[src/spec_cfg.svh]
`ifndef SPEC_CFG_SVH
`define SPEC_CFG_SVH

// ========================================
// Bus and SDRAM widths
// ========================================

`define SPEC_ADDR_W 16          // Z80 address bus
`define SPEC_RAM_AW 25          // SDRAM byte address

// ROM area sits above the RAM banks
`define SPEC_ROM_BASE 3'b101

// ========================================
// Machine codes on the mode input
// ========================================

`define SPEC_MACH_128    3'd0   // 128K / +2
`define SPEC_MACH_P1024  3'd1   // Pentagon 1024
`define SPEC_MACH_PF1024 3'd2   // Profi 1024
`define SPEC_MACH_48     3'd3
`define SPEC_MACH_PLUS3  3'd4   // +2A / +3

// ========================================
// Fixed RAM banks
// ========================================

// Slot at 4000 always shows the screen bank
`define SPEC_BANK_SCREEN 3'd5
`define SPEC_BANK_MID    3'd2   // slot at 8000

`endif

[src/spec_pkg.sv]
`include "spec_cfg.svh"

package spec_pkg;

	// Machine type, sampled while reset is high
	typedef enum logic [2:0] {
		MACH_128    = `SPEC_MACH_128,
		MACH_P1024  = `SPEC_MACH_P1024,
		MACH_PF1024 = `SPEC_MACH_PF1024,
		MACH_48     = `SPEC_MACH_48,
		MACH_PLUS3  = `SPEC_MACH_PLUS3
	} machine_t;

	// Extension bits on top of the three 7FFD page bits
	typedef logic [5:0] ram_bank_t;

	// ========================================
	// Port 1FFD, +3 control
	// ========================================

	// Bit 0 picks which of the two views is live
	typedef union packed {
		struct packed {
			logic [3:0] unused_hi;
			logic       motor;      // Disk motor, no function here
			logic       rom_hi;     // High bit of the +3 ROM page
			logic       unused_lo;
			logic       special;
		} norm;
		struct packed {
			logic [4:0] unused;
			logic [1:0] mode_cfg;   // All-RAM layout select
			logic       special;
		} spec;
	} plus3_ctl_u;

endpackage

[src/spec_mem_pager.sv]
`include "spec_cfg.svh"

module spec_mem_pager (
	input  logic                    clk_sys,
	input  logic                    reset,
	input  logic [2:0]              machine,
	input  logic [`SPEC_ADDR_W-1:0] addr,
	input  logic [7:0]              data,
	input  logic                    mreq_n,
	input  logic                    iorq_n,
	input  logic                    rd_n,
	input  logic                    wr_n,
	input  logic                    m1_n,
	output logic [`SPEC_RAM_AW-1:0] ram_addr,
	output logic                    ram_rd,
	output logic                    ram_we,
	output logic [2:0]              border_color,
	output logic                    ear_out,
	output logic                    mic_out,
	output logic                    page_scr
);

	import spec_pkg::*;

	machine_t   mach_type;
	logic       io_wr_pulse;
	logic       sel_7ffd;
	logic       sel_7ffd_alias;
	logic       sel_1ffd;
	logic       sel_dffd;
	logic       sel_eff7;
	logic       sel_ula;
	logic       mem_rd;
	logic       mem_wr;
	logic [7:0] page_reg;
	plus3_ctl_u plus3_ctl;
	logic [2:0] page_ext;
	logic       zx48;
	logic       plus3;

	assign mach_type = machine_t'(machine);

	spec_port_decode u_decode (
		.clk_sys        (clk_sys),
		.reset          (reset),
		.addr           (addr),
		.mreq_n         (mreq_n),
		.iorq_n         (iorq_n),
		.rd_n           (rd_n),
		.wr_n           (wr_n),
		.m1_n           (m1_n),
		.io_wr_pulse    (io_wr_pulse),
		.sel_7ffd       (sel_7ffd),
		.sel_7ffd_alias (sel_7ffd_alias),
		.sel_1ffd       (sel_1ffd),
		.sel_dffd       (sel_dffd),
		.sel_eff7       (sel_eff7),
		.sel_ula        (sel_ula),
		.mem_rd         (mem_rd),
		.mem_wr         (mem_wr)
	);

	spec_page_regs u_regs (
		.clk_sys        (clk_sys),
		.reset          (reset),
		.machine        (mach_type),
		.data           (data),
		.io_wr_pulse    (io_wr_pulse),
		.sel_7ffd       (sel_7ffd),
		.sel_7ffd_alias (sel_7ffd_alias),
		.sel_1ffd       (sel_1ffd),
		.sel_dffd       (sel_dffd),
		.sel_eff7       (sel_eff7),
		.sel_ula        (sel_ula),
		.page_reg       (page_reg),
		.plus3_ctl      (plus3_ctl),
		.page_ext       (page_ext),
		.page_disable   (),              // Lock only gates writes inside u_regs
		.zx48           (zx48),
		.plus3          (plus3),
		.border_color   (border_color),
		.ear_out        (ear_out),
		.mic_out        (mic_out),
		.page_scr       (page_scr)
	);

	spec_ram_map u_map (
		.addr      (addr),
		.mem_rd    (mem_rd),
		.mem_wr    (mem_wr),
		.page_reg  (page_reg),
		.plus3_ctl (plus3_ctl),
		.page_ext  (page_ext),
		.zx48      (zx48),
		.plus3     (plus3),
		.ram_addr  (ram_addr),
		.ram_rd    (ram_rd),
		.ram_we    (ram_we)
	);

endmodule

[src/spec_page_regs.sv]
module spec_page_regs (
	input  logic                  clk_sys,
	input  logic                  reset,
	input  spec_pkg::machine_t    machine,
	input  logic [7:0]            data,
	input  logic                  io_wr_pulse,
	input  logic                  sel_7ffd,
	input  logic                  sel_7ffd_alias,
	input  logic                  sel_1ffd,
	input  logic                  sel_dffd,
	input  logic                  sel_eff7,
	input  logic                  sel_ula,
	output logic [7:0]            page_reg,
	output spec_pkg::plus3_ctl_u  plus3_ctl,
	output logic [2:0]            page_ext,
	output logic                  page_disable,
	output logic                  zx48,
	output logic                  plus3,
	output logic [2:0]            border_color,
	output logic                  ear_out,
	output logic                  mic_out,
	output logic                  page_scr
);

	import spec_pkg::*;

	logic p1024;
	logic pf1024;
	logic p1024_compat;     // EFF7 bit 2, plain 128K paging on Pentagon
	logic wr_7ffd;
	logic wr_1ffd;

	// ========================================
	// Paging lock
	// ========================================

	// Bit 5 of 7FFD locks paging until reset
	assign page_disable = zx48
		| (~p1024 & page_reg[5])
		| (p1024 & p1024_compat & page_reg[5]);

	// +3 decodes 7FFD fully, so the A14 low alias goes away
	assign wr_7ffd = sel_7ffd | (sel_7ffd_alias & ~plus3);
	assign wr_1ffd = sel_1ffd & plus3;

	assign page_scr = page_reg[3];    // Shadow screen in bank 7

	// ========================================
	// Paging registers and machine flags
	// ========================================

	always_ff @(posedge clk_sys) begin
		if (reset) begin
			page_reg     <= '0;
			plus3_ctl    <= '0;
			page_ext     <= '0;
			p1024_compat <= 1'b0;
			p1024        <= (machine == MACH_P1024);
			pf1024       <= (machine == MACH_PF1024);
			zx48         <= (machine == MACH_48);
			plus3        <= (machine == MACH_PLUS3);
		end else if (io_wr_pulse) begin
			if (!page_disable) begin
				if (wr_7ffd) begin
					page_reg <= data;
					// Pentagon spreads the extra bank bits over 7:5
					if (p1024 & ~p1024_compat) begin
						page_ext <= {data[5], data[7:6]};
					end
				end else if (wr_1ffd) begin
					plus3_ctl <= data;
				end
			end

			// Not affected by the lock
			if (pf1024 & sel_dffd) begin
				page_ext <= data[2:0];
			end
			if (p1024 & sel_eff7) begin
				p1024_compat <= data[2];
			end
		end
	end

	// ========================================
	// ULA port
	// ========================================

	always_ff @(posedge clk_sys) begin
		if (reset) begin
			border_color <= '0;
			ear_out      <= 1'b0;
			mic_out      <= 1'b0;
		end else if (io_wr_pulse & sel_ula) begin
			border_color <= data[2:0];
			mic_out      <= data[3];
			ear_out      <= data[4];
		end
	end

endmodule

[src/spec_port_decode.sv]
`include "spec_cfg.svh"

module spec_port_decode (
	input  logic                    clk_sys,
	input  logic                    reset,
	input  logic [`SPEC_ADDR_W-1:0] addr,
	input  logic                    mreq_n,
	input  logic                    iorq_n,
	input  logic                    rd_n,
	input  logic                    wr_n,
	input  logic                    m1_n,
	output logic                    io_wr_pulse,
	output logic                    sel_7ffd,
	output logic                    sel_7ffd_alias,
	output logic                    sel_1ffd,
	output logic                    sel_dffd,
	output logic                    sel_eff7,
	output logic                    sel_ula,
	output logic                    mem_rd,
	output logic                    mem_wr
);

	logic io_wr;
	logic io_wr_prev;

	// ========================================
	// I/O write edge
	// ========================================

	// M1 low with IORQ low is an interrupt ack, not a write
	assign io_wr = ~iorq_n & ~wr_n & m1_n;

	always_ff @(posedge clk_sys) begin
		if (reset) begin
			io_wr_prev <= 1'b0;
		end else begin
			io_wr_prev <= io_wr;
		end
	end

	assign io_wr_pulse = io_wr & ~io_wr_prev;    // First cycle only

	// ========================================
	// Port address patterns
	// ========================================

	// Partial decode, as on the real boards
	assign sel_7ffd       = ~addr[15] & addr[14] & ~addr[1];
	assign sel_7ffd_alias = ~addr[15] & ~addr[14] & ~addr[1];    // Older 128K decode
	assign sel_1ffd       = (addr[15:12] == 4'b0001) & ~addr[1];

	// Profi needs the full address
	assign sel_dffd = (addr == 16'hdffd);
	assign sel_eff7 = (addr[15:12] == 4'b1110) & ~addr[3];
	assign sel_ula  = ~addr[0];

	// Memory strobes as active-high levels
	assign mem_rd = ~mreq_n & ~rd_n;
	assign mem_wr = ~mreq_n & ~wr_n;

endmodule

[src/spec_ram_map.sv]
`include "spec_cfg.svh"

module spec_ram_map (
	input  logic                    [`SPEC_ADDR_W-1:0] addr,
	input  logic                    mem_rd,
	input  logic                    mem_wr,
	input  logic [7:0]              page_reg,
	input  spec_pkg::plus3_ctl_u    plus3_ctl,
	input  logic [2:0]              page_ext,
	input  logic                    zx48,
	input  logic                    plus3,
	output logic [`SPEC_RAM_AW-1:0] ram_addr,
	output logic                    ram_rd,
	output logic                    ram_we
);

	import spec_pkg::*;

	logic       special;
	logic [1:0] mode_cfg;
	logic [3:0] rom_page;
	ram_bank_t  top_bank;
	logic [6:0] slot_page;    // Everything above the 16K offset

	assign special  = plus3_ctl.norm.special;
	assign mode_cfg = plus3_ctl.spec.mode_cfg;
	assign top_bank = {page_ext, page_reg[2:0]};

	// ========================================
	// ROM page select
	// ========================================

	always_comb begin
		if (plus3) begin
			rom_page = {2'b10, plus3_ctl.norm.rom_hi, page_reg[4]};
		end else begin
			// 48K is pinned to the last ROM page
			rom_page = {zx48, 2'b11, zx48 | page_reg[4]};
		end
	end

	// ========================================
	// Slot mapping
	// ========================================

	always_comb begin
		if (special) begin
			// +3 all-RAM layouts, four configs
			case (addr[15:14])
				2'b00:   slot_page = {4'b0000, |mode_cfg, 2'b00};
				2'b01:   slot_page = {4'b0000, |mode_cfg, &mode_cfg, 1'b1};
				2'b10:   slot_page = {4'b0000, |mode_cfg, 2'b10};
				default: slot_page = {4'b0000, mode_cfg == 2'b01, 2'b11};
			endcase
		end else begin
			case (addr[15:14])
				2'b00:   slot_page = {`SPEC_ROM_BASE, rom_page};
				2'b01:   slot_page = {4'b0000, `SPEC_BANK_SCREEN};
				2'b10:   slot_page = {4'b0000, `SPEC_BANK_MID};
				default: slot_page = {1'b0, top_bank};    // Switchable bank
			endcase
		end
	end

	assign ram_addr = `SPEC_RAM_AW'({slot_page, addr[13:0]});

	assign ram_rd = mem_rd;

	// ROM is read-only outside the all-RAM modes
	assign ram_we = mem_wr & (special | (|addr[15:14]));

endmodule

[config.mk]
export PLATFORM = sky130hd
export DESIGN_NAME = spec_mem_pager
export DESIGN_NICKNAME = d
export VERILOG_FILES = /design/src/spec_pkg.sv /design/src/spec_mem_pager.sv /design/src/spec_page_regs.sv /design/src/spec_port_decode.sv /design/src/spec_ram_map.sv
export VERILOG_INCLUDE_DIRS = /design/src /design/src/src
export SDC_FILE = /design/constraint.sdc
export NUM_CORES = 1
export LEC_CHECK = 0
export ABC_AREA = 0
export BUFFER_PORTS_ARGS = -buffer_cell sky130_fd_sc_hd__buf_2
export CAP_MARGIN = 20
export CORE_MARGIN = 3
export CORE_UTILIZATION = 45
export DETAILED_ROUTE_END_ITERATION = 10
export PLACE_DENSITY = 0.8
export SYNTH_ARGS = -nofsm -noshare
export SYNTH_HDL_FRONTEND = slang
export SYNTH_SLANG_ARGS = --single-unit
[constraint.sdc]
create_clock -name clk_sys -period 2.75 [get_ports clk_sys]
set_clock_uncertainty 0.15 [all_clocks]
set_input_delay 0.55 -clock clk_sys [delete_from_list [all_inputs] [get_ports clk_sys]]
set_output_delay 0.55 -clock clk_sys [all_outputs]
set_load 0.02 [all_outputs]
==> run metrics, run 1 <==
Synth area leader dfxtp_1; # setup viols final 0; routed wire length 3.114 mm; WP data arrival 1620 ps; Cell Count Post-Placement 215; fin area 0.001524 mm^2; Netlist Area Pre-Place 0.001296 mm^2; Vias/cell 5.311; Place WS 235.9 ps; Final Non-Filler Cells 219; TritonCTS Buffers 3; Min-Delay Startpoint iorq_n; Pwr Density 420.5 mW/mm^2; number of distinct library cells after synthesis 35; largest net degree at the start of global routing 24; leading post-synthesis cells by cell area dfxtp_1, buf_4, edfxtp_1; fin crit period 2321 ps; number of global-route vias before repair 1,009; most common cell in the netlist dfxtp_1; Longest Clk Path Bufs 2; Required @ worst endpoint 2050 ps; sink of the worst hold path u_decode.io_wr_prev; register area share after synthesis 0.3861; DRT iter0 DRCs 26; Hold Path Depth 2; total congestion overflow 0; drt pass-1 iters 4; Commonest cells post-synth dfxtp_1, buf_4, nor2_1; DRC 0; #FFs+latches synth 23; clock root buffer clkbuf_4; outcome finished clean; worst reg-to-reg path cell count 4; setup TNS 0 ps; Critical Path Source Type flip-flop; routed len/inst 14.22 um; Nets 224; syn avg cell area 9.065 um^2; FF-to-FF Start u_decode.io_wr_prev; Worst-Skew Late Latency 320 ps; Most used DFF post-synth dfxtp_1; H-tree Lvls 1; max reg flops 6; Ant. Diodes 0; Clock transition at path regs 130 ps; area delta synth->final 17.57%; IO Pins 67; clock sinks 23; ys async rst share 0; fill count 248; Slew Limit Headroom 0.5932; CP Capture Type primary output; Tot GR Track Use 0.1790; PnR worst setup slack 428.8 ps; Crit Path Max Fanout 5; initial antenna violation count 0; Syn Inst Count 143; Setup CP Type flip-flop to primary output; max-cap viol count 0; Hold Violations, Final 0; GPL Wtd Cong 0.8378; Rows 18; Post-Place Cell Area 0.001496 mm^2; TritonCTS clock tree built; DPL Wire Length 2.472 mm; height of the die 59.67 um; ANT nets after route 0; period utilisation layout 0.8441; Die Area 0.003561 mm^2; Leak 0.6594 nW; first-pass GRT wire length 4.740 mm; Worst VDD drop 316.3 uV; worst slew pin tran 604.7 ps; Die Width 59.67 um; Yosys top cell area share 0.2934; Hold Crit Class input port to flip-flop; Initial Utilization 0.4962; share of cells above drive strength 1 0.3915; yosys warns 0; RSZ-0062 raised after global routing no; R2R Path End u_regs.page_ext[0]; hold buffer count at cts 0; Pins Over Slew Limit 0; core area 0.002613 mm^2; via count 1,163; r2r setup slk 630 ps; Post-synth EDFFs 4; # Post-CTS Setup Buffers 0; post-CTS sizing 0; IO Port Bufs 62; Achievable Freq 430.8 MHz
==> placed cells by master (no fill, tap or decap), drive strengths merged, types with 5 or more instances in the layout <==
master / count
buf: 63
dfxtp: 19
nor2: 18
a21oi: 11
mux2i: 10
o21ai: 8
nand2: 8
inv: 5
==> through the flow <==
step / hold slack [ps] / power, mW / util
after floorplan: 304.3 / 0.4494 / -
after global placement: 314.1 / 0.4847 / 0.5728
after detailed placement: 318.9 / 0.4879 / 0.5728
after CTS: 242.1 / 0.6458 / 0.5833
after global routing: 244.6 / 0.6650 / 0.5833
final: 240.2 / 0.6409 / 0.5833
==> area by class of cell <==
cell class | instances | area (um^2) | area share
Clock buffer | 3 | 22.52 | 0.01478
Multi-Input combinational cell | 94 | 621.8 | 0.4080
Tap cell | 30 | 37.54 | 0.02463
Sequential cell | 23 | 500.5 | 0.3284
Timing Repair Buffer | 63 | 317.8 | 0.2085
Clock inverter | 1 | 5.005 | 0.003284
Inverter | 5 | 18.77 | 0.01232
==> logic make-up (layout without fill, tap and decap cells) <==
family	count (synthesis)	count (layout)	share of synthesized area
DFF	23	23	0.3861
buffers and inverters	29	72	0.1429
and+or+nand+nor	48	48	0.2046
muxes	10	10	0.07722
AOI/OAI and AO/OA	32	32	0.1863
other	1	4	0.002893
==> critical path: stages, from the launching register on <==
cell,delay (ps)
edfxtp_1,420
nor2b_1,360
nor2_1,70
a211oi_1,230
a21oi_1,60
buf_2,170
==> per-layer routing <==
layer  GRT usage  vias up  part of all wire
li1            -      580                 -
met1      0.2253      542              0.41
met2      0.2963       36              0.52
met3     0.02160        5             0.060
met4     0.09494        0             0.015
met5           0        -                 0
==> power by group <==
| group | internal [mW] | switching, mW | leakage [nW] |
|---|---|---|---|
| logic | 0.0463 | 0.0804 | 0.450 |
| registers | 0.350 | 0.00402 | 0.192 |
| clock network | 0.0545 | 0.106 | 0.0177 |
==> how the worst max path moves through the flow <==
| stage | cells after the start | startpoint | endpoint |
|---|---|---|---|
| 2_1_floorplan | 5 | addr[15] | u_regs.page_ext[0] |
| 3_3_place_gp | 5 | wr_n | u_regs.page_ext[2] |
| 3_5_place_dp | 5 | wr_n | u_regs.page_ext[0] |
| 4_1_cts | 5 | u_regs.plus3 | ram_addr[16] |
| 5_1_grt | 5 | u_regs.plus3 | ram_addr[16] |
| 6_report | 5 | u_regs.plus3 | ram_addr[16] |
(Power assumes the default switching activity.)
==> run 2, diff against run 1 <==
Clock period 2.75 ns to 2.3 ns, I/O delays scaled along.
==> run metrics, run 2 (synthesis gave the netlist of run 1 again) <==
WP data arrival 1520 ps (-100 ps); Die Area 0.003561 mm^2 (unchanged); clock root buffer clkbuf_4; routed len/inst 14.41 um (+1.4%); Rows 18 (unchanged); share of cells above drive strength 1 0.4154 (+0.02385); # setup viols final 0 (unchanged); Multi-input gate area 629.4 um^2 (+1.2%); Hold Crit Class input port to flip-flop; Nets 230 (+2.7%); Achievable Freq 468.7 MHz; internal power 0.5449 mW (+21%); max reg flops 6 (unchanged); r2r setup slk 220 ps (-410 ps); clock sinks 23 (unchanged); PnR worst setup slack 166.5 ps (-262.3 ps); outcome finished clean; Setup CP Type flip-flop to primary output; Comb power frac 0.209 (+0.011); initial antenna violation count 0 (unchanged); RSZ-0062 raised after global routing no; Vias/cell 5.391 (+1.5%); fin util 0.6034 (+0.02011); height of the die 59.67 um (unchanged); max-cap viol count 0 (unchanged); Pwr Density 487.9 mW/mm^2 (+16%); Min-Delay Startpoint iorq_n; number of global-route vias before repair 1,199 (+19%); Flop pwr share 0.550 (-0.002); area delta synth->final 21.62%; hold buffer count at cts 0 (unchanged); first-pass GRT wire length 5.195 mm (+9.6%); Pwr Total 0.7692 mW (+20%); Die Width 59.67 um (unchanged); clock network fraction of total power 0.241 (-0.009); IO Pins 67 (unchanged); fin crit period 2134 ps; fill count 237 (-4.4%); DRC 0 (unchanged); R2R Path End u_regs.page_ext[0]; Worst VDD drop 434.0 uV (+37%); Register Area 500.5 um^2 (unchanged); Tot GR Track Use 0.1899 (+0.01088); crit path capture ram_addr[16]; period utilisation layout 0.9276; TritonCTS clock tree built; via count 1,213 (+4.3%); switch share 0.2916 (-0.005146); CP Capture Type primary output; FF-to-FF Start u_regs.zx48; Pins Over Slew Limit 0 (unchanged); TritonCTS Buffers 3 (unchanged); IO Port Bufs 62 (unchanged); Crit Path Max Fanout 5 (unchanged); commonest non-fill, non-tap cell in the layout buf_2; Net Switching 0.2243 mW (+18%); Required @ worst endpoint 1690 ps (-360 ps); total congestion overflow 0 (unchanged); ANT nets after route 0 (unchanged); H-tree Lvls 1 (unchanged); Critical Path Source Type flip-flop; crit path from u_regs.plus3; routed wire length 3.243 mm (+4.1%); Leak 0.6929 nW (+5.1%); Initial Utilization 0.4962 (unchanged); Clock transition at path regs 130 ps (about the same); Place WS -42.78 ps (-278.7 ps); largest net degree at the start of global routing 24 (unchanged); Worst-Skew Late Latency 310 ps (about the same); Hold Violations, Final 0 (unchanged); most frequent cells in the layout buf_2, dfxtp_1, nor2_1, a21oi_1, mux2i_1; Ant. Diodes 0 (unchanged); DRT iter0 DRCs 33 (+27%); Longest Clk Path Bufs 2 (unchanged); GPL Wtd Cong 0.8777 (+4.8%); DPL Wire Length 2.579 mm (+4.3%); core area 0.002613 mm^2 (unchanged); worst reg-to-reg path cell count 4 (unchanged); drt pass-1 iters 4 (unchanged)
## run 2: metrics by stage
stage	hold WS, ps	setup TNS [ps]	std cells	instance area [um^2]
detailed placement	321.7	-193.6	221	1541
global placement	309.4	0	221	1541
global route	144.6	0	225	1577
CTS	157.7	0	225	1569
finish	157.4	0	225	1577
floorplan	304.3	0	146	1308
## run 2: final cells by class
type	count	area share
clock buffer	3	0.01429
clock inverter	1	0.003175
inverter	5	0.01190
multi-input combinational	94	0.3992
sequential	23	0.3175
tap	30	0.02381
timing repair buffer	69	0.2302
## run 2: critical path, cell delays in order, from the launching register on
cell and delay (ps):
edfxtp_1 430, nor2b_4 230, nor2_1 60, a211oi_1 260, a21oi_1 70, buf_2 180
## run 2: routing by layer
layer	vias up	share of wire	track usage
met4	0	0.0077	0.03481
met3	5	0.071	0.04320
met2	47	0.55	0.3549
met5	-	0	0
met1	567	0.37	0.2193
li1	594	-	-
## run 2: timing repair
item | in CTS | in global routing
endpoints found under the setup margin | 0 | 1
buffers inserted | 0 | 0
resized for setup | 0 | 2
## run 2: how the worst min path moves through the flow
| stage | endpoint | slack [ps] | cells after the start |
|---|---|---|---|
| after global placement | u_regs.border_color[0] | 310 | 2 |
| final | u_decode.io_wr_prev | 160 | 2 |
| after floorplan | u_regs.p1024_compat | 300 | 2 |
| after global routing | u_decode.io_wr_prev | 140 | 2 |
| after CTS | u_decode.io_wr_prev | 160 | 2 |
| after detailed placement | u_regs.border_color[2] | 320 | 2 |
## run 2: power groups by stage
stage	combinational [mW]	clock, mW	sequential (mW)
after floorplan	0.104	0	0.433
after detailed placement	0.157	0	0.432
after global placement	0.154	0	0.432
final	0.160	0.186	0.423
after global routing	0.174	0.206	0.424
after CTS	0.159	0.187	0.423
